<file path="config.mk">
export PLATFORM = sky130hd
export DESIGN_NAME = cpu_control
export DESIGN_NICKNAME = d
export VERILOG_FILES = /design/src/cpu_ctrl_pkg.sv /design/src/step_ctrl_if.sv /design/src/operand_decoder.sv /design/src/microcode_rom.sv /design/src/step_sequencer.sv /design/src/cpu_control.sv
export SDC_FILE = /design/constraint.sdc
export NUM_CORES = 1
export LEC_CHECK = 0
export BUFFER_PORTS_ARGS = -buffer_cell sky130_fd_sc_hd__buf_4
export CAP_MARGIN = 20
export CORE_MARGIN = 3
export CORE_UTILIZATION = 25
export DETAILED_ROUTE_END_ITERATION = 8
export HOLD_SLACK_MARGIN = 0.06
export MAX_ROUTING_LAYER = met4
export SYNTH_ARGS = -nofsm -noshare
export SYNTH_HDL_FRONTEND = slang
export SYNTH_SLANG_ARGS = --single-unit
</file>
<file path="constraint.sdc">
create_clock -name clk -period 3.6 [get_ports clk]
set_clock_uncertainty 0.05 [all_clocks]
set_input_delay 0.36 -clock clk [delete_from_list [all_inputs] [get_ports clk]]
set_output_delay 0.36 -clock clk [all_outputs]
set_load 0.01 [all_outputs]
</file>
<file path="src/cpu_ctrl_pkg.sv">
package cpu_ctrl_pkg;

    localparam int opc_w  = 8;                  // Opcode width
    localparam int step_w = 3;                  // Micro-step counter width

    // The ROM matches x bits as don't care and the earlier table entry
    // wins where two patterns overlap
    typedef enum logic [opc_w-1:0] {
        NOP      = 8'b0000_0000,
        INCDEC_R = 8'b00xx_x10x,
        LD_R_N   = 8'b00xx_x110,
        JR_E     = 8'b0001_1000,
        JR_CC_E  = 8'b001x_x000,
        LD_HL_R  = 8'b0111_0xxx,
        LD_R_HL  = 8'b01xx_x110,
        LD_R_R   = 8'b01xx_xxxx,
        ALU_A_HL = 8'b10xx_x110,
        ALU_A_R  = 8'b10xx_xxxx,
        ALU_A_N  = 8'b11xx_x110,
        RET      = 8'b1100_1001,
        CALL_NN  = 8'b1100_1101,
        POP_RR   = 8'b11xx_0001,
        PUSH_RR  = 8'b11xx_0101
    } opcode_t;

    typedef enum logic [1:0] {COND_NZ, COND_Z, COND_NC, COND_C} cond_t;

    typedef struct packed {
        logic f_z;                              // Zero
        logic f_n;                              // Subtract
        logic f_h;                              // Half carry
        logic f_c;                              // Carry
    } flags_t;

    typedef enum logic [3:0] {
        NONE = 4'b0000,
        Z, W,                                   // Temporary pair for operands
        B, C, D, E, H, L,
        SPH, SPL,
        PCH, PCL,
        A,
        F    = 4'b1110,
        MEM  = 4'b1111                          // External memory at the address bus
    } reg8_t;

    typedef enum logic [2:0] {WZ, BC, DE, HL, AF, SP, PC} reg16_t;

    typedef enum logic [1:0] {AB_NO_MASK, AB_AND_FF00, AB_ZERO} ab_mask_t;

    typedef enum logic [2:0] {
        ALU_ADD, ALU_ADC, ALU_SUB, ALU_SBC,
        ALU_AND, ALU_XOR, ALU_OR, ALU_CP
    } alu_op_t;

    typedef enum logic [1:0] {ACC_A, ACC_DB, ACC_PCL} s_acc_t;

    typedef enum logic {ARG_DB, ARG_ONE} s_arg_t;

    typedef enum logic {R_WB_DB, R_WB_ALU} s_r_wb_t;

    typedef enum logic [1:0] {RR_WB_NONE, RR_WB_IDU, RR_WB_WZ} s_rr_wb_t;

    // ADJ carries the relative jump into the high byte
    typedef enum logic [1:0] {INC, DEC, ADJ} idu_mode_t;

endpackage

</file>
<file path="src/step_ctrl_if.sv">
interface step_ctrl_if (
    input logic clk,
    input logic rst
);
    logic                            done;         // Last step of the instruction
    logic                            is_cond;      // Step branches on the condition
    cpu_ctrl_pkg::cond_t             cond;
    logic [cpu_ctrl_pkg::step_w-1:0] next_cond;    // Step taken when the condition fails

    modport decoder (
        input  clk,
        input  rst,
        output done,
        output is_cond,
        output cond,
        output next_cond
    );

    modport sequencer (
        input done,
        input is_cond,
        input cond,
        input next_cond
    );
endinterface

</file>
<file path="src/operand_decoder.sv">
module operand_decoder (
    input  logic [cpu_ctrl_pkg::opc_w-1:0] ir,
    input  logic                           is_stk,    // Field 3 names AF instead of SP
    output cpu_ctrl_pkg::reg8_t            r8_dst,
    output cpu_ctrl_pkg::reg8_t            r8_src,
    output cpu_ctrl_pkg::reg16_t           r16,
    output cpu_ctrl_pkg::reg8_t            r16h,
    output cpu_ctrl_pkg::reg8_t            r16l
);
    function automatic cpu_ctrl_pkg::reg8_t r8_sel(input logic [2:0] field);
        cpu_ctrl_pkg::reg8_t sel;
        case (field)
            3'd0:    sel = cpu_ctrl_pkg::B;
            3'd1:    sel = cpu_ctrl_pkg::C;
            3'd2:    sel = cpu_ctrl_pkg::D;
            3'd3:    sel = cpu_ctrl_pkg::E;
            3'd4:    sel = cpu_ctrl_pkg::H;
            3'd5:    sel = cpu_ctrl_pkg::L;
            3'd6:    sel = cpu_ctrl_pkg::MEM;            // (HL)
            default: sel = cpu_ctrl_pkg::A;
        endcase
        return sel;
    endfunction

    assign r8_dst = r8_sel(ir[5:3]);
    assign r8_src = r8_sel(ir[2:0]);

    always_comb begin
        r16  = cpu_ctrl_pkg::SP;
        r16h = cpu_ctrl_pkg::SPH;
        r16l = cpu_ctrl_pkg::SPL;
        case (ir[5:4])
            2'd0: begin
                r16  = cpu_ctrl_pkg::BC;
                r16h = cpu_ctrl_pkg::B;
                r16l = cpu_ctrl_pkg::C;
            end
            2'd1: begin
                r16  = cpu_ctrl_pkg::DE;
                r16h = cpu_ctrl_pkg::D;
                r16l = cpu_ctrl_pkg::E;
            end
            2'd2: begin
                r16  = cpu_ctrl_pkg::HL;
                r16h = cpu_ctrl_pkg::H;
                r16l = cpu_ctrl_pkg::L;
            end
            default: if (is_stk) begin
                r16  = cpu_ctrl_pkg::AF;
                r16h = cpu_ctrl_pkg::A;
                r16l = cpu_ctrl_pkg::F;
            end
        endcase
    end
endmodule

</file>
<file path="src/microcode_rom.sv">
module microcode_rom (
    input  logic [cpu_ctrl_pkg::opc_w-1:0]  ir,
    input  logic [cpu_ctrl_pkg::step_w-1:0] step,
    step_ctrl_if.decoder                    ctrl,
    output cpu_ctrl_pkg::reg16_t            s_ab,       // Address bus source
    output cpu_ctrl_pkg::ab_mask_t          ab_mask,
    output cpu_ctrl_pkg::reg8_t             s_db,       // Data bus source
    output cpu_ctrl_pkg::reg8_t             t_db,       // Data bus target
    output cpu_ctrl_pkg::s_r_wb_t           s_r_wb,
    output cpu_ctrl_pkg::alu_op_t           alu_op,
    output cpu_ctrl_pkg::s_acc_t            s_acc,
    output cpu_ctrl_pkg::s_arg_t            s_arg,
    output cpu_ctrl_pkg::idu_mode_t         idu,
    output cpu_ctrl_pkg::s_rr_wb_t          s_rr_wb,
    output cpu_ctrl_pkg::reg16_t            t_rr_wb,
    output logic                            wr_pc       // PC takes the IDU result
);
    cpu_ctrl_pkg::reg8_t  r8_dst;
    cpu_ctrl_pkg::reg8_t  r8_src;
    cpu_ctrl_pkg::reg16_t r16;
    cpu_ctrl_pkg::reg8_t  r16h;
    cpu_ctrl_pkg::reg8_t  r16l;
    logic                 is_stk;
    logic                 imm;          // Z <- [PC] and PC advances
    logic                 sp_adj;       // SP addresses memory and takes the IDU result
    logic                 in_table;

    // PUSH and POP are the only pair users and both sit in block 3
    assign is_stk = (ir[7:6] == 2'b11);
    assign ctrl.cond = cpu_ctrl_pkg::cond_t'(ir[4:3]);

    operand_decoder u_operands (.*);

    always_comb begin
        ctrl.done      = 1'b0;
        ctrl.is_cond   = 1'b0;
        ctrl.next_cond = '0;
        imm            = 1'b0;
        sp_adj         = 1'b0;
        in_table       = 1'b1;
        s_ab           = cpu_ctrl_pkg::PC;
        ab_mask        = cpu_ctrl_pkg::AB_NO_MASK;
        s_db           = r8_src;
        t_db           = cpu_ctrl_pkg::NONE;            // No register or memory write
        s_r_wb         = cpu_ctrl_pkg::R_WB_DB;
        alu_op         = cpu_ctrl_pkg::alu_op_t'(ir[5:3]);
        s_acc          = cpu_ctrl_pkg::ACC_A;
        s_arg          = cpu_ctrl_pkg::ARG_DB;
        idu            = cpu_ctrl_pkg::INC;
        s_rr_wb        = cpu_ctrl_pkg::RR_WB_NONE;
        t_rr_wb        = cpu_ctrl_pkg::WZ;
        wr_pc          = 1'b0;
        casex ({ir, step})
            {cpu_ctrl_pkg::NOP, 3'd0}, {cpu_ctrl_pkg::LD_HL_R, 3'd1},
            {cpu_ctrl_pkg::JR_CC_E, 3'd3}, {cpu_ctrl_pkg::CALL_NN, 3'd5},
            {cpu_ctrl_pkg::RET, 3'd3}, {cpu_ctrl_pkg::PUSH_RR, 3'd3}: ctrl.done = 1'b1;
            {cpu_ctrl_pkg::LD_R_N, 3'd0}, {cpu_ctrl_pkg::ALU_A_N, 3'd0},
            {cpu_ctrl_pkg::JR_E, 3'd0}, {cpu_ctrl_pkg::CALL_NN, 3'd0}: imm = 1'b1;
            {cpu_ctrl_pkg::LD_HL_R, 3'd0}: begin
                s_ab = cpu_ctrl_pkg::HL;
                t_db = cpu_ctrl_pkg::MEM;
            end
            {cpu_ctrl_pkg::LD_R_HL, 3'd0}, {cpu_ctrl_pkg::ALU_A_HL, 3'd0}: begin
                s_ab = cpu_ctrl_pkg::HL;
                s_db = cpu_ctrl_pkg::MEM;
                t_db = cpu_ctrl_pkg::Z;
            end
            {cpu_ctrl_pkg::LD_R_HL, 3'd1}, {cpu_ctrl_pkg::LD_R_N, 3'd1}: begin
                ctrl.done = 1'b1;
                s_db      = cpu_ctrl_pkg::Z;
                t_db      = r8_dst;
            end
            {cpu_ctrl_pkg::LD_R_R, 3'd0}: begin
                ctrl.done = 1'b1;
                t_db      = r8_dst;
            end
            {cpu_ctrl_pkg::ALU_A_HL, 3'd1}, {cpu_ctrl_pkg::ALU_A_N, 3'd1}: begin
                ctrl.done = 1'b1;
                s_db      = cpu_ctrl_pkg::Z;
                t_db      = cpu_ctrl_pkg::A;
                s_r_wb    = cpu_ctrl_pkg::R_WB_ALU;
            end
            {cpu_ctrl_pkg::ALU_A_R, 3'd0}: begin
                ctrl.done = 1'b1;
                t_db      = cpu_ctrl_pkg::A;
                s_r_wb    = cpu_ctrl_pkg::R_WB_ALU;
            end
            {cpu_ctrl_pkg::INCDEC_R, 3'd0}: begin
                ctrl.done = 1'b1;
                s_db      = r8_dst;
                t_db      = r8_dst;
                s_r_wb    = cpu_ctrl_pkg::R_WB_ALU;
                s_acc     = cpu_ctrl_pkg::ACC_DB;
                s_arg     = cpu_ctrl_pkg::ARG_ONE;
                alu_op    = ir[0] ? cpu_ctrl_pkg::ALU_SUB : cpu_ctrl_pkg::ALU_ADD;
            end
            {cpu_ctrl_pkg::JR_CC_E, 3'd0}: begin
                imm            = 1'b1;
                ctrl.is_cond   = 1'b1;
                ctrl.next_cond = 3'd3;                  // Not taken skips to the PC step
            end
            {cpu_ctrl_pkg::JR_E, 3'd1}, {cpu_ctrl_pkg::JR_CC_E, 3'd1}: begin
                ab_mask = cpu_ctrl_pkg::AB_AND_FF00;    // High byte of PC into W
                idu     = cpu_ctrl_pkg::ADJ;
                s_db    = cpu_ctrl_pkg::Z;
                t_db    = cpu_ctrl_pkg::Z;              // Z <- PCL + e
                s_r_wb  = cpu_ctrl_pkg::R_WB_ALU;
                alu_op  = cpu_ctrl_pkg::ALU_ADD;
                s_acc   = cpu_ctrl_pkg::ACC_PCL;
                s_rr_wb = cpu_ctrl_pkg::RR_WB_IDU;
                t_rr_wb = cpu_ctrl_pkg::WZ;
            end
            {cpu_ctrl_pkg::JR_E, 3'd2}, {cpu_ctrl_pkg::JR_CC_E, 3'd2}: begin
                ctrl.done = 1'b1;
                s_ab      = cpu_ctrl_pkg::WZ;
            end
            {cpu_ctrl_pkg::CALL_NN, 3'd1}: begin
                s_db  = cpu_ctrl_pkg::MEM;
                t_db  = cpu_ctrl_pkg::W;
                wr_pc = 1'b1;
            end
            {cpu_ctrl_pkg::CALL_NN, 3'd2}, {cpu_ctrl_pkg::PUSH_RR, 3'd0}: begin
                sp_adj = 1'b1;
                idu    = cpu_ctrl_pkg::DEC;
            end
            {cpu_ctrl_pkg::CALL_NN, 3'd3}: begin
                sp_adj = 1'b1;
                idu    = cpu_ctrl_pkg::DEC;
                s_db   = cpu_ctrl_pkg::PCH;
                t_db   = cpu_ctrl_pkg::MEM;
            end
            {cpu_ctrl_pkg::CALL_NN, 3'd4}: begin
                s_ab    = cpu_ctrl_pkg::SP;
                s_db    = cpu_ctrl_pkg::PCL;
                t_db    = cpu_ctrl_pkg::MEM;
                s_rr_wb = cpu_ctrl_pkg::RR_WB_WZ;       // Jump target into PC
                t_rr_wb = cpu_ctrl_pkg::PC;
            end
            {cpu_ctrl_pkg::RET, 3'd0}, {cpu_ctrl_pkg::POP_RR, 3'd0}: begin
                sp_adj = 1'b1;
                s_db   = cpu_ctrl_pkg::MEM;
                t_db   = cpu_ctrl_pkg::Z;
            end
            {cpu_ctrl_pkg::RET, 3'd1}, {cpu_ctrl_pkg::POP_RR, 3'd1}: begin
                sp_adj = 1'b1;
                s_db   = cpu_ctrl_pkg::MEM;
                t_db   = cpu_ctrl_pkg::W;
            end
            {cpu_ctrl_pkg::RET, 3'd2}: begin
                ab_mask = cpu_ctrl_pkg::AB_ZERO;
                s_rr_wb = cpu_ctrl_pkg::RR_WB_WZ;
                t_rr_wb = cpu_ctrl_pkg::PC;
            end
            {cpu_ctrl_pkg::PUSH_RR, 3'd1}: begin
                sp_adj = 1'b1;
                idu    = cpu_ctrl_pkg::DEC;
                s_db   = r16h;
                t_db   = cpu_ctrl_pkg::MEM;
            end
            {cpu_ctrl_pkg::PUSH_RR, 3'd2}: begin
                s_ab = cpu_ctrl_pkg::SP;
                s_db = r16l;
                t_db = cpu_ctrl_pkg::MEM;
            end
            {cpu_ctrl_pkg::POP_RR, 3'd2}: begin
                ctrl.done = 1'b1;
                s_rr_wb   = cpu_ctrl_pkg::RR_WB_WZ;
                t_rr_wb   = r16;
            end
            default: in_table = 1'b0;
        endcase
        if (imm) begin
            s_db  = cpu_ctrl_pkg::MEM;
            t_db  = cpu_ctrl_pkg::Z;
            wr_pc = 1'b1;
        end
        if (sp_adj) begin
            s_ab    = cpu_ctrl_pkg::SP;
            s_rr_wb = cpu_ctrl_pkg::RR_WB_IDU;
            t_rr_wb = cpu_ctrl_pkg::SP;
        end
        // Every last step hands PC on to the next fetch
        if (ctrl.done)
            wr_pc = 1'b1;
    end

    a_table_hit: assert property (@(posedge ctrl.clk) disable iff (!ctrl.rst) in_table)
        else $error("no microcode for opcode %h step %0d", ir, step);
endmodule

</file>
<file path="src/step_sequencer.sv">
module step_sequencer (
    input  logic                            clk,
    input  logic                            rst,
    input  logic [cpu_ctrl_pkg::opc_w-1:0]  d_in,      // Next opcode on the data bus
    input  cpu_ctrl_pkg::flags_t            flags,
    step_ctrl_if.sequencer                  ctrl,
    output logic [cpu_ctrl_pkg::opc_w-1:0]  ir,
    output logic [cpu_ctrl_pkg::step_w-1:0] step
);
    logic matched;

    // Only Z and C take part in branch conditions
    always_comb begin
        case (ctrl.cond)
            cpu_ctrl_pkg::COND_NZ: matched = !flags.f_z;
            cpu_ctrl_pkg::COND_Z:  matched = flags.f_z;
            cpu_ctrl_pkg::COND_NC: matched = !flags.f_c;
            default:               matched = flags.f_c;
        endcase
    end

    always_ff @(posedge clk) begin
        if (!rst) begin
            ir   <= cpu_ctrl_pkg::NOP;      // First decode is a NOP fetch
            step <= '0;
        end else if (ctrl.done) begin
            ir   <= d_in;
            step <= '0;
        end else if (ctrl.is_cond && !matched) begin
            step <= ctrl.next_cond;
        end else begin
            step <= step + 1'b1;
        end
    end

    // CALL is the longest sequence at six steps
    a_step_range: assert property (@(posedge clk) disable iff (!rst) step <= 3'd5)
        else $error("step counter out of range: %0d", step);

    // Step 0 comes exactly after a last step or after reset
    a_done_restart: assert property (@(posedge clk) disable iff (!rst)
        (step == '0) == $past(ctrl.done || !rst))
        else $error("step restart out of line with done, ir %h step %0d", ir, step);
endmodule

</file>
<file path="src/cpu_control.sv">
module cpu_control (
    input  logic                            clk,
    input  logic                            rst,
    input  logic [cpu_ctrl_pkg::opc_w-1:0]  d_in,      // Opcode byte from the data bus
    input  cpu_ctrl_pkg::flags_t            flags,
    output logic [cpu_ctrl_pkg::opc_w-1:0]  ir,
    output logic [cpu_ctrl_pkg::step_w-1:0] step,
    output logic                            done,
    output cpu_ctrl_pkg::reg16_t            s_ab,
    output cpu_ctrl_pkg::ab_mask_t          ab_mask,
    output cpu_ctrl_pkg::reg8_t             s_db,
    output cpu_ctrl_pkg::reg8_t             t_db,
    output cpu_ctrl_pkg::s_r_wb_t           s_r_wb,
    output cpu_ctrl_pkg::alu_op_t           alu_op,
    output cpu_ctrl_pkg::s_acc_t            s_acc,
    output cpu_ctrl_pkg::s_arg_t            s_arg,
    output cpu_ctrl_pkg::idu_mode_t         idu,
    output cpu_ctrl_pkg::s_rr_wb_t          s_rr_wb,
    output cpu_ctrl_pkg::reg16_t            t_rr_wb,
    output logic                            wr_pc
);
    step_ctrl_if ctrl (.clk(clk), .rst(rst));

    step_sequencer u_seq (
        .clk   (clk),
        .rst   (rst),
        .d_in  (d_in),
        .flags (flags),
        .ctrl  (ctrl),
        .ir    (ir),
        .step  (step)
    );

    microcode_rom u_rom (
        .ir      (ir),
        .step    (step),
        .ctrl    (ctrl),
        .s_ab    (s_ab),
        .ab_mask (ab_mask),
        .s_db    (s_db),
        .t_db    (t_db),
        .s_r_wb  (s_r_wb),
        .alu_op  (alu_op),
        .s_acc   (s_acc),
        .s_arg   (s_arg),
        .idu     (idu),
        .s_rr_wb (s_rr_wb),
        .t_rr_wb (t_rr_wb),
        .wr_pc   (wr_pc)
    );

    assign done = ctrl.done;    // Fetch strobe for the core
endmodule

</file>
# Word level (Yosys, flattened, before mapping)
# Cells that the tools add are included.
# op_classes
eq_ne,54
addsub,1
bitwise,1
n_reduce_logical,35
mux,67
# ops
cell,count
11-bit equality test (second input constant),10
4-bit one-hot mux with 7 select lines,3
9-bit equality test (second input constant),7
9-bit by 7-bit equality test with 1-bit output (second input constant),4
11-bit by 8-bit equality test with 1-bit output (second input constant),3
3-bit two-way mux,11
8-bit by 7-bit equality test with 1-bit output (second input constant),4
8-bit equality test (second input constant),4
3-bit one-hot mux with 2 select lines,5
4-bit one-hot mux with 2 select lines,3
4-bit one-hot mux with 3 select lines,2
4-bit OR reduction,6
2-bit two-way mux,11
4-bit one-hot mux with 5 select lines,1
1-bit two-way mux,19
3-bit equality test (second input constant),6
8-bit by 6-bit equality test with 1-bit output (second input constant),2
2-bit one-hot mux with 2 select lines,4
2-bit OR reduction,8
8-bit OR reduction,2
3-bit by 2-bit equality test with 1-bit output (second input constant),4
4-bit two-way mux,3
6-bit OR reduction,2
11-bit logical NOT,1
20 further kinds,33
# word_totals
out_inout_bits,40
in_bits,14
elab_cells,160
reg_bits,11

# Depth between registers and ports, before layout
# Gate-level depths: netlist (run 1).
# depth
ltp_word,7
ltp_mapped,10
mapped_depth_nobuf,9

# Cells and area by module
# A second synthesis (run 1) with hierarchy kept.
# hier_totals
cells_unflattened,256
hier_area_um2,1790.5
# modules_own_cells
module,instances,cells_per_inst,seq_area_each_um2,area_each_um2
microcode_rom,1,178,0.0,1093.5
step_sequencer,1,44,220.2,475.5
operand_decoder,1,34,0.0,221.5

# Least setup slack after synthesis (run 1)
# No wires, ideal clock.
# synth_path
path_type,register to output
startpoint,register u_seq.step[0] (netlist bit)
endpoint,output ab_mask[1]
required_ns,3.190
path_stages_with_launch,10
path_buffers,1
arrival_ns,2.103
setup_slack_ns,1.087
path_cell_list,dfxtp_1 -> inv_1 -> ha_1 -> nor4b_1 -> o211a_1 -> nand3b_1 -> nor3_4 -> buf_6 -> nand2_1 -> nor3b_1
# synth_between
elab_chain_cells,5
elab_cells_between_ends,24
classes_between,eq/ne: 17; mux: 3; reduce/logical: 4
# synth_rtl
element,line,source
start: declaration,step_sequencer.sv:8,output logic [cpu_ctrl_pkg::step_w-1:0] step
start signal: assignment,step_sequencer.sv:30,step <= ctrl.next_cond;
start signal: assignment,step_sequencer.sv:32,step <= step + 1'b1;
11-bit by 8-bit equality test with 1-bit output or 9-bit by 7-bit equality test with 1-bit output (tied branches),-,
2-bit OR reduction,-,
2-bit one-hot mux with 2 select lines,microcode_rom.sv:53,"casex ({ir, step})"
2-bit two-way mux,microcode_rom.sv:53,
2-bit two-way mux *,microcode_rom.sv:53,
end: declaration,cpu_control.sv:10,"output cpu_ctrl_pkg::ab_mask_t ab_mask,"
# Every way passes the cells marked *; elsewhere a longest branch is shown, timed or not.

# Final worst setup path (run 1)
# layout_path
startpoint,register u_seq.step[0] (netlist bit)
endpoint,output s_db[2]
# layout_between
elab_chain_cells,6
elab_cells_between_ends,45
classes_between,eq/ne: 29; mux: 7; reduce/logical: 9
# layout_rtl
element,line,source
11-bit equality test (tied with other cells),-,
5-bit OR reduction (no source line) or 4-bit OR reduction (tied branches),-,
4-bit one-hot mux with 7 select lines,microcode_rom.sv:53,
4-bit one-hot mux with 2 select lines,microcode_rom.sv:53,
4-bit two-way mux,microcode_rom.sv:53,
4-bit two-way mux *,microcode_rom.sv:172,if (imm) begin
end: declaration,cpu_control.sv:11,"output cpu_ctrl_pkg::reg8_t s_db,"
# Marked as above.

==> results of run 1 <==
worst max-delay path, stage by stage (launching register included):
cell and delay, ns:
sky130_fd_sc_hd__dfxtp_1 0.34, sky130_fd_sc_hd__inv_1 0.11, sky130_fd_sc_hd__ha_1 0.33, sky130_fd_sc_hd__nor3b_1 0.44, sky130_fd_sc_hd__nand3b_1 0.37, sky130_fd_sc_hd__inv_1 0.21
sky130_fd_sc_hd__nand2_1 0.08, sky130_fd_sc_hd__and4b_1 0.21, sky130_fd_sc_hd__a31o_2 0.23, sky130_fd_sc_hd__a32oi_1 0.16, sky130_fd_sc_hd__buf_4 0.15
final timing paths:
kind | startpoint | cells past startpoint | end | slack [ns]
worst max-delay path | u_seq.step[0] | 10 | s_db[2] | 0.32
worst min-delay path | d_in[4] | 3 | u_seq.ir[4] | 0.32
worst max register to register | u_seq.ir[3] | 8 | u_seq.ir[0] | 0.93
worst min register to register | u_seq.ir[4] | 2 | u_seq.ir[4] | 0.56
layout make-up:
| class | instances | area [sq um] | share of cell area, % |
|---|---|---|---|
| multi-input combinational | 226 | 1485 | 63.37 |
| timing repair buffer | 57 | 427.9 | 18.26 |
| sequential | 11 | 220.2 | 9.397 |
| tap | 96 | 120.1 | 5.125 |
| clock buffer | 4 | 45.04 | 1.922 |
| inverter | 12 | 45.04 | 1.922 |
layer usage:
layer,up-vias,share of wire [%]
met5,-,0
met4,0,0.86
met3,8,6.6
met2,93,48
met1,1037,45
li1,1061,-
report_power, final:
part	leakage, uW	switching, uW	internal (uW)
Combinational	0.00101	1000	839
Sequential	0.0000904	167	175
Clock	0.0000228	48.3	77.9
Total	0.00112	1220	1090
sequential cells by signal (all words and copies together), names as in the netlist:
register and flops:
u_seq.step 3, u_seq.ir 8
synthesized netlist by cell type, types with 2 or more instances:
master | count | share of area [%]
sky130_fd_sc_hd__ha_1 | 9 | 6.1
sky130_fd_sc_hd__and4b_1 | 3 | 1.6
sky130_fd_sc_hd__nand4_1 | 10 | 3.4
sky130_fd_sc_hd__and2b_1 | 3 | 1.2
sky130_fd_sc_hd__buf_6 | 3 | 1.8
sky130_fd_sc_hd__and4bb_2 | 2 | 1.3
sky130_fd_sc_hd__dfxtp_1 | 11 | 12
sky130_fd_sc_hd__buf_4 | 2 | 0.81
sky130_fd_sc_hd__nand3_1 | 13 | 3.5
sky130_fd_sc_hd__a32oi_1 | 3 | 1.4
sky130_fd_sc_hd__nor2_1 | 19 | 3.8
sky130_fd_sc_hd__and2_1 | 8 | 2.7
sky130_fd_sc_hd__mux2i_1 | 10 | 5.4
sky130_fd_sc_hd__nor3_1 | 3 | 0.81
sky130_fd_sc_hd__xnor2_1 | 4 | 1.9
sky130_fd_sc_hd__or2_2 | 3 | 1.0
sky130_fd_sc_hd__o21ai_0 | 16 | 4.3
sky130_fd_sc_hd__a31oi_1 | 4 | 1.3
sky130_fd_sc_hd__inv_1 | 12 | 2.4
sky130_fd_sc_hd__clkbuf_1 | 4 | 0.81
sky130_fd_sc_hd__and3_1 | 13 | 4.4
sky130_fd_sc_hd__o211a_1 | 3 | 1.6
sky130_fd_sc_hd__nand2b_1 | 3 | 1.0
sky130_fd_sc_hd__buf_2 | 8 | 2.2
sky130_fd_sc_hd__nand2_1 | 38 | 7.7
sky130_fd_sc_hd__a31o_2 | 3 | 1.4
sky130_fd_sc_hd__a22oi_1 | 3 | 1.2
sky130_fd_sc_hd__a21o_1 | 2 | 0.81
sky130_fd_sc_hd__a21oi_1 | 13 | 3.5
sky130_fd_sc_hd__nor3b_1 | 4 | 1.6
sky130_fd_sc_hd__a221o_1 | 2 | 1.1
sky130_fd_sc_hd__nand3b_1 | 3 | 1.2
sky130_fd_sc_hd__xor2_1 | 4 | 1.9
sky130_fd_sc_hd__o211ai_1 | 2 | 0.81
per-stage QoR:
stage                     worst slack, ns  cells
after CTS                          0.3321    406
after global placement             0.6687    402
after floorplan                     1.087    267
final                              0.3181    406
after detailed placement           0.6214    402
after global routing              0.06199    406
cells by family after synthesis:
| kind of cell | synth area share, % |
|---|---|
| AOI/OAI and AO/OA | 22.83 |
| xor gates and xnor gates | 3.771 |
| adders and majority gates | 6.061 |
| buffers and inverters | 8.215 |
| DFF | 11.85 |
| muxes | 5.387 |
| and+or+nand+nor | 41.89 |
==> summary.md, run 1 <==
The flow ran to the end, and the final reports show no timing, DRC or antenna violations. For this run, asynchronously set or reset flops after synthesis account for 0%. The share of layout cells above drive strength 1 works out to 25.48%. During I/O placement, the number of pins put on the boundary was 54. The most congested layer reported by global routing is met2. The number of instances in the synthesized netlist was 267. The run gives 0 as the number of hold-slack violations in the final timing report. In the finished design, the share of the clock period the worst path needs comes to 91.16%. The signed area change from the synthesized netlist to the final layout came out at 26.13%.

The floorplan has 30 rows. TritonCTS created 3 clock buffers. The worst setup path is captured at an output pin. Buffers added to address setup during post-CTS repair amount to 0.

The pin count of the biggest net entering global routing was 20. Startpoint type of the worst setup path: a register. Summed over all cells, the static leakage comes to 0.001125 uW. For the worst setup path, the data required time is 3.19 ns. The logs give 1 for the H-tree level count and 1.887% for the met3 layer usage reported by global route. For the final routed database, the setup TNS stands at 0 ns. A synthesized cell averages 6.959 sq um. The arrival time reported for the critical path endpoint is 2.87 ns, and the met2 track utilization from global routing is 25.67%. In the layout the commonest cells are sky130_fd_sc_hd__buf_4 (57), sky130_fd_sc_hd__nand2_1 (38), sky130_fd_sc_hd__nor2_1 (19).

Counting along the longest clock path gives a buffer depth of 2. In the synthesized netlist the dominant register cell turns out to be sky130_fd_sc_hd__dfxtp_1. Global routing used 15.78% of the available tracks.

The area of the die is 8503 sq um. The tools report the max-slew violation count as 0. The via count of the first global-routing pass was 2074; the number of vias after detailed routing was 2199.

The worst hold path class was input port to register. The logs give 0 for the Yosys warning count and 0 for the number of antenna violations at the first check in global routing. The synthesized netlist occupies a cell area of 1858 sq um. Detailed placement ended at an HPWL of 5108 um.

Worst-path maximum fanout: 9. The synthesized design contains 0 enable-type register cells. The later pin in the worst-skew pair is clocked with a latency of 0.24 ns.

The number of nets in the synthesized netlist is 290. The clock edge transition at the registers on the reported setup and hold paths was 0.05 ns; the sequential share of the synthesized area was 11.85%. The number of different library cells used by synthesis comes to 58. Setup repair after global routing left no endpoint under its margin. For the pin with the worst max-slew slack, the measured transition is 0.6435 ns.

The length of the first detailed-routing pass in iterations is 5, and the weighted congestion at the end of routability-driven global placement is 0.9481. The total chip power is 2311 uW. Power spread over the standard cell area amounts to 986.2 nW/um^2. Global routing finished with a remaining overflow of 0.

The tools report the number of clock sinks as 11. The worst pin sits at a relative slew slack of 57.04%. The port buffer count is 51, and the final routed DRC violation total is 0.

From left edge to right edge, the die measures 92.21 um. The core region is 6982 sq um. The starting DRC count in detailed routing is 226. TritonCTS built the clock tree. The logs give 304.7 MHz for the maximum frequency from static timing analysis and 6614 um for the wire length reported by the detailed router. The library cell used most frequently in the layout, excluding fill and tap cells, is sky130_fd_sc_hd__buf_4.

The tools report the library cell used as clock root buffer as sky130_fd_sc_hd__clkbuf_8. Setup violations remaining at the end of the flow were counted as 0. Across the run, the number of max-cap violations was 0.

Global routing used 21.09% of the available met1 tracks. In this run, post-CTS hold repair placed 0 buffers. The routed wirelength normalized by instance count is 16.29 um.

The run gives 0.4226 mV as the worst supply voltage drop on vdd. The synthesized design contains 11 register bits. For the residual antenna-violating net count after detailed routing, the log shows 0. The wire length of the first global-routing pass came out at 10800 um.

The start-to-end type of the worst setup path was register to output pin. For this run, the share of the core covered by cells in the final layout is 33.57%. The final worst hold slack was 0.3177 ns. The smallest clock period supported by the final layout is computed as 3.282 ns. Using the TritonRoute via totals, the vias-per-cell ratio works out to 5.416.

After filler insertion, the fill cell instance count of the layout stands at 800. In this run the vertical extent of the chip is 92.21 um. The placed instances occupy a cell area of 2298 sq um. The net count of the finished layout is 334.

In this run, post-CTS repair resized a total of 0 instances. The run gives 2344 sq um as the final standard cell area without fillers. The logs give 26.61% for the initial core utilization and 0 for the final antenna diode count.
Power figures use the tool's default switching activity.
==> inputs of run 2 (changes only) <==
--- a/config.mk
+++ b/config.mk
@@ -10,8 +10,10 @@
 export CORE_MARGIN = 3
 export CORE_UTILIZATION = 25
 export DETAILED_ROUTE_END_ITERATION = 8
+export GPL_ROUTABILITY_DRIVEN = 0
 export HOLD_SLACK_MARGIN = 0.06
 export MAX_ROUTING_LAYER = met4
+export PLACE_DENSITY_LB_ADDON = 0.3
 export SYNTH_ARGS = -nofsm -noshare
 export SYNTH_HDL_FRONTEND = slang
 export SYNTH_SLANG_ARGS = --single-unit
==> run 2 against run 1 <==
Cell count fell by 0.25%. Flip-flop and latch count did not move. Design area rose by 0.21%. Total power fell by 0.71%. Die area did not move. First-iteration DRC count fell by 4.0%. Wire length fell by 0.92%. Global-route usage fell by 0.20 points. Count of clock-buffer cells in the layout did not move. Critical path depth fell by 1. Worst hold slack improved by 0.0035 ns. Largest cell class unchanged. Highest routed layer unchanged.
==> summary.md, run 2 (synthesis results as in run 1) <==
For the max-capacitance violation count, the log shows 0 (unchanged). The tools report the element type at the critical path end as an output pin (unchanged). TritonCTS built the clock tree. The minimum clock period after layout is 3.408 ns (was 3.282 ns), and the pin count of the biggest net entering global routing is 20 (unchanged).

Most common library cell in the layout ignoring fill and taps: sky130_fd_sc_hd__buf_4 (unchanged). The depth of the worst register-to-register path was 8 (unchanged). Arrival time reported for the critical path endpoint: 3.00 ns (was 2.87 ns).

Setup repair after global routing left no endpoint under its margin. The clock latency on the worst-skew pair is 0.24 ns (about the same). Biggest registers after layout: u_seq.ir: 8 flops, u_seq.step: 3 flops (unchanged). The core occupancy in the finished layout is 33.64% (was 33.57%), and the length of the first detailed-routing pass in iterations is 5 (unchanged).

Setup slack after layout: 0.1915 ns (was 0.3181 ns). Number of setup buffers added after CTS: 0 (unchanged). The run finished with clean final reports. The initial core utilization was 26.61% (unchanged).

The tools report the startpoint of the worst hold path as d_in[0] (was d_in[4]). The logs give 0 ns (unchanged) for the final sum of negative setup slack and 0 (unchanged) for the max-slew violation count. The tools report the H-tree level count as 1 (unchanged). The signed area change from the synthesized netlist to the final layout was 26.40% (was 26.13%); the worst hold path stage count was 3 (unchanged). Residual antenna-violating net count after detailed routing: 0 (unchanged). The number of hold buffers added after cts was 0 (unchanged); the row count was 30 (unchanged).

The number of hold-slack violations in the final timing report is 0 (unchanged), and the slew at the pin closest to its max-slew limit is 0.6818 ns (was 0.6435 ns). Number of vias after detailed routing: 2183 (was 2199). Horizontal extent of the die: 92.21 um (unchanged). The tools report the worst hold path endpoint as u_seq.ir[0] (was u_seq.ir[4]). Stage delay of the slowest cell on the critical path: 0.39 ns (was 0.44 ns).

The total global-route track usage is 15.58% (was 15.78%). The top-level I/O count came out at 54 (unchanged). Clock edge transition at the registers on the reported setup and hold paths: 0.05 ns (about the same). The final routed DRC violation total was 0 (unchanged); the average via count per standard cell was 5.390 (was 5.416).

The number of antenna violations at the first check in global routing is 0 (unchanged). The remaining global-route overflow is 0 (unchanged). The worst hold path class is input port to register (unchanged). Number of setup violations in the final report: 0 (unchanged).

For the number of clock sinks, the log shows 11 (unchanged). The library cell used as clock root buffer is sky130_fd_sc_hd__clkbuf_8 (unchanged). The number of buffers inserted during clock tree synthesis came out at 3 (unchanged). The run gives 0 (unchanged) as the final antenna diode count.

The power per standard cell area works out to 977.1 nW/um^2 (was 986.2 nW/um^2). The register ranked first by flip-flop count was u_seq.ir (unchanged). For the via count of the first global-routing pass, the log shows 2084 (was 2074).

The start-to-end type of the worst setup path is register to output pin (unchanged). The port buffer count is 51 (unchanged). The required time of the critical path is 3.19 ns (about the same), and the clock tree buffer depth is 2 (unchanged). Wire length of the first global-routing pass: 10700 um (was 10800 um). Worst setup slack before clock tree synthesis: 0.3776 ns (was 0.6214 ns). The start of the worst register-to-register path was u_seq.step[0] (was u_seq.ir[3]). The number of flip-flops under the largest register name is 8 (unchanged).

CP cell instances: inv_1 -> ha_1 -> nor4b_1 -> o211a_1 -> nand3b_1 -> nor3_4 -> nand2_1 -> nor3b_1 -> buf_4 (was inv_1 -> ha_1 -> nor3b_1 -> nand3b_1 -> inv_1 -> nand2_1 -> and4b_1 -> a31o_2 -> a32oi_1 -> buf_4). The slowest stage cell on the critical path is sky130_fd_sc_hd__nor3_4 (was sky130_fd_sc_hd__nor3b_1). For the post-cts repair resize count, the log shows 0 (unchanged). The post-route clock period utilization works out to 94.68% (was 91.16%). The tools report the wire length reported by the detailed router as 6553 um (was 6614 um). The tools report the startpoint type of the worst setup path as a register (unchanged).

Leakage power total: 0.001131 uW (was 0.001125 uW). The final layout net count is 333 (was 334). The worst supply voltage drop on vdd came out at 0.5106 mV (was 0.4226 mV). Routed wirelength normalized by instance count: 16.18 um (was 16.29 um). Remaining max-slew budget at the tightest pin: 54.49% (was 57.04%). The area of the die came out at 8503 sq um (unchanged).

Commonest cells after routing, fill and taps aside: sky130_fd_sc_hd__buf_4 (56), sky130_fd_sc_hd__nand2_1 (38), sky130_fd_sc_hd__nor2_1 (19) (was sky130_fd_sc_hd__buf_4 (57), sky130_fd_sc_hd__nand2_1 (38), sky130_fd_sc_hd__nor2_1 (19)). The placeable core region is 6982 sq um (unchanged). The share of layout cells above drive strength 1 is 25.57% (was 25.48%).

Die extent in y: 92.21 um (unchanged). The tools report the endpoint of the worst register-to-register path as u_seq.ir[3] (was u_seq.ir[0]). For the HPWL after detailed placement, the log shows 4995 um (was 5108 um). Slack of the worst reg-to-reg path: 0.94 ns (was 0.93 ns).

The worst-path maximum fanout was 13 (was 9). The run gives 293.4 MHz (was 304.7 MHz) as the maximum frequency from static timing analysis. For the starting DRC count in detailed routing, the log shows 217 (was 226).
run 2: metal layers:
layer	up-vias	global-route usage [%]	wire [um]
met5	-	-	0
met4	0	4.084	93
met3	12	1.723	475
met2	98	24.51	3047
met1	1016	21.23	2936
li1	1057	-	-
run 2: layout make-up:
class | instances | area [sq um]
inverter | 12 | 45.04
fill | 804 | 4633
timing repair buffer | 56 | 420.4
clock buffer | 4 | 45.04
sequential | 11 | 220.2
tap | 96 | 120.1
multi-input combinational | 226 | 1498
run 2: worst max path at each step:
| stage | slack, ns | to | from | depth (start not counted) |
|---|---|---|---|---|
| final | 0.19 | ab_mask[1] | u_seq.step[0] | 9 |
| after floorplan | 1.09 | ab_mask[1] | u_seq.step[0] | 9 |
| after global placement | 0.41 | wr_pc | u_seq.step[0] | 9 |
| after global routing | 0.03 | s_db[0] | u_seq.step[0] | 10 |
| after CTS | 0.11 | wr_pc | u_seq.step[0] | 9 |
| after detailed placement | 0.38 | wr_pc | u_seq.step[0] | 9 |
run 2: report_power, final:
group	internal (uW)	leakage [uW]	switching, uW	total (uW)
combinational	832	0.00102	993	1820
sequential	175	0.0000904	171	346
clock	77.8	0.0000228	46.3	124
total	1080	0.00113	1210	2290
run 2: worst max-delay path, delay by kind of cell, from the launching register on:
kind	cells	cell delay [ns]
flip-flops	1	0.38
AO/OA/AOI/OAI	1	0.25
buffers and inverters	2	0.28
adder cells (fa/ha/maj)	1	0.38
AND/OR/NAND/NOR	5	1.47
run 2: stage by stage:
| stage | hold WS, ns | instance area (sq um) | instances | power (uW) |
|---|---|---|---|---|
| 2_1_floorplan | 0.4488 | 1858 | 267 | 1526 |
| 3_3_place_gp | 0.5481 | 2291 | 401 | 2132 |
| 3_5_place_dp | 0.5644 | 2291 | 401 | 2140 |
| 4_1_cts | 0.3186 | 2336 | 405 | 2269 |
| 5_1_grt | 0.3185 | 2349 | 405 | 2487 |
| 6_report | 0.3212 | 2349 | 405 | 2295 |
==> inputs of run 3 (changes only) <==
--- a/config.mk
+++ b/config.mk
@@ -11,6 +11,7 @@
 export CORE_UTILIZATION = 25
 export DETAILED_ROUTE_END_ITERATION = 8
 export GPL_ROUTABILITY_DRIVEN = 0
+export GPL_TIMING_DRIVEN = 0
 export HOLD_SLACK_MARGIN = 0.06
 export MAX_ROUTING_LAYER = met4
 export PLACE_DENSITY_LB_ADDON = 0.3
==> run 3 against run 2 <==
Cell count rose by 3.0%. Register-to-register slack improved by 0.10 ns. Design area rose by 2.1%. Setup slack improved by 0.12 ns. Maximum frequency rose by 3.5%. Global-route usage rose by 0.29 points. Non-clock buffer count rose by 12. First-iteration DRC count fell by 6.9%. Wire length rose by 2.9%. Critical path depth rose by 1. Largest power group unchanged.
==> summary.md, run 3 (synthesis results as in run 1) <==
For the top-level I/O count, the log shows 54 (unchanged). TritonCTS built the clock tree. CP cell instances: inv_1 -> ha_1 -> nor3b_1 -> nand3b_1 -> inv_1 -> nand2_1 -> and4b_1 -> a31o_2 -> a32oi_1 -> buf_4 (was inv_1 -> ha_1 -> nor4b_1 -> o211a_1 -> nand3b_1 -> nor3_4 -> nand2_1 -> nor3b_1 -> buf_4). The run gives 2.88 ns (was 3.00 ns) as the arrival time reported for the critical path endpoint. The register ranked first by flip-flop count was u_seq.ir (unchanged). The run gives 0 ns (unchanged) as the final sum of negative setup slack.

The final routed DRC violation total is 0 (unchanged), and the via count of the first global-routing pass is 2094 (was 2084). The worst setup slack before clock tree synthesis was 0.6759 ns (was 0.3776 ns); the remaining global-route overflow was 0 (unchanged). For the number of setup violations in the final report, the log shows 0 (unchanged). The logs give 0 (unchanged) for the number of hold buffers added after cts and 202 (was 217) for the starting DRC count in detailed routing. The pin count of the biggest net entering global routing was 11 (was 20); the stage delay of the slowest cell on the critical path was 0.49 ns (was 0.39 ns). For the max-capacitance violation count, the log shows 0 (unchanged). For the final layout net count, the log shows 345 (was 333).

The residual antenna-violating net count after detailed routing was 0 (unchanged); the routed wirelength normalized by instance count was 16.16 um (was 16.18 um). The flow ran to the end, and the final reports show no timing, DRC or antenna violations. The tools report the worst supply voltage drop on vdd as 0.4641 mV (was 0.5106 mV). The run gives 0 (unchanged) as the max-slew violation count. Worst hold path class: input port to register (unchanged).

For the core occupancy in the finished layout, the log shows 34.35% (was 33.64%). For the clock latency on the worst-skew pair, the log shows 0.23 ns (was 0.24 ns). Total global-route track usage: 15.87% (was 15.58%).

The kind of cell adding the most delay to the critical path was simple AND/OR/NAND/NOR gates (unchanged). Element type at the critical path end: an output pin (unchanged). Setup repair after global routing left no endpoint under its margin. Most frequent cell on the critical path: sky130_fd_sc_hd__inv_1. The tools report the number of vias after detailed routing as 2280 (was 2183). The worst-path maximum fanout came out at 9 (was 13). The clock edge transition at the registers on the reported setup and hold paths was 0.05 ns (about the same).

The logs give 0 (unchanged) for the number of setup buffers added after CTS and 0.3074 ns (was 0.1915 ns) for the setup slack after layout. The post-cts repair resize count is 0 (unchanged), and the power per standard cell area is 986.4 nW/um^2 (was 977.1 nW/um^2). The maximum frequency from static timing analysis was 303.7 MHz (was 293.4 MHz).

The tools report the final standard cell area without fillers as 2399 sq um (was 2349 sq um). The horizontal extent of the die works out to 92.21 um (unchanged). Start-to-end type of the worst setup path: register to output pin (unchanged). The run gives 1 (unchanged) as the H-tree level count. The area of the die came out at 8503 sq um (unchanged). The required time of the critical path is 3.19 ns (about the same), and the slack of the worst reg-to-reg path is 1.04 ns (was 0.94 ns). The startpoint type of the worst setup path was a register (unchanged). Library cell used as clock root buffer: sky130_fd_sc_hd__clkbuf_8 (unchanged). The wire length reported by the detailed router came out at 6740 um (was 6553 um). The tools report the HPWL after detailed placement as 5313 um (was 4995 um). Biggest registers after layout: u_seq.ir: 8 flops, u_seq.step: 3 flops (unchanged). The number of flip-flops under the largest register name was 8 (unchanged). The average via count per standard cell was 5.468 (was 5.390); the signed area change from the synthesized netlist to the final layout was 29.09% (was 26.40%). The total chip power was 2366 uW (was 2295 uW); the number of buffers inserted during clock tree synthesis was 3 (unchanged). The final antenna diode count was 0 (unchanged). Area after detailed placement: 2354 sq um (was 2291 sq um).

Port buffer count: 50 (was 51). The run gives 5 (unchanged) as the length of the first detailed-routing pass in iterations. The slew at the pin closest to its max-slew limit works out to 0.6746 ns (was 0.6818 ns). The logs give 0.001167 uW (was 0.001131 uW) for the leakage power total and 30 (unchanged) for the row count.

The tools report the clock tree buffer depth as 2 (unchanged). Most common library cell in the layout ignoring fill and taps: sky130_fd_sc_hd__buf_4 (unchanged). The sum of buffers and inverters on the critical path came out at 3 (was 2).

The minimum clock period after layout is 3.293 ns (was 3.408 ns), and the wire length of the first global-routing pass is 10660 um (was 10700 um). The initial core utilization is 26.61% (unchanged). The post-route clock period utilization works out to 91.46% (was 94.68%).

For the number of antenna violations at the first check in global routing, the log shows 0 (unchanged). The slowest stage cell on the critical path was sky130_fd_sc_hd__nor3b_1 (was sky130_fd_sc_hd__nor3_4). The number of hold-slack violations in the final timing report is 0 (unchanged), and the share of layout cells above drive strength 1 is 26.48% (was 25.57%).

Commonest cells after routing, fill and taps aside: sky130_fd_sc_hd__buf_4 (52), sky130_fd_sc_hd__nand2_1 (38), sky130_fd_sc_hd__nor2_1 (19) (was sky130_fd_sc_hd__buf_4 (56), sky130_fd_sc_hd__nand2_1 (38), sky130_fd_sc_hd__nor2_1 (19)). The die extent in y is 92.21 um (unchanged), and the placeable core region is 6982 sq um (unchanged). The run gives 11 (unchanged) as the number of clock sinks.

The remaining max-slew budget at the tightest pin is 54.86% (was 54.49%).
## run 3: tightest hold or removal path, cell delays in order
cell                      delay [ns]
sky130_fd_sc_hd__buf_4          0.11
sky130_fd_sc_hd__nand2_1        0.04
sky130_fd_sc_hd__mux2i_1        0.05
## run 3: metrics by stage
step           hold WS (ns)  std cells
4_1_cts              0.3156        417
5_1_grt              0.3166        417
2_1_floorplan        0.4488        267
6_report             0.3209        417
3_3_place_gp         0.5611        413
3_5_place_dp         0.5674        413
## run 3: area by class of cell
type | instances | area [sq um]
clock buffer | 4 | 45.04
fill | 777 | 4583
sequential | 11 | 220.2
tap | 96 | 120.1
inverter | 12 | 45.04
timing repair buffer | 50 | 375.4
buffer | 18 | 107.6
multi-input combinational | 226 | 1485
## run 3: report_power, final
part	leakage, uW	total [uW]	internal [uW]	switching (uW)
Combinational	0.00105	1990	871	1120
Clock	0.0000228	123	77.7	45.7
Sequential	0.0000904	255	175	80.1
Total	0.00117	2370	1120	1240
## run 3: final timing paths
kind | cells after the start | start | end
setup / recovery | 10 | u_seq.step[0] | s_db[2]
setup reg to reg | 9 | u_seq.step[0] | u_seq.step[0]
hold / removal | 3 | d_in[3] | u_seq.ir[3]
hold reg to reg | 2 | u_seq.step[0] | u_seq.step[0]
## run 3: per-layer routing
layer | vias to the layer above | part of all wire [%] | track usage (%)
met5 | - | 0 | -
met4 | 0 | 2.1 | 4.950
met3 | 18 | 6.5 | 1.805
met2 | 109 | 46 | 24.88
met1 | 1072 | 45 | 21.34
li1 | 1081 | - | -
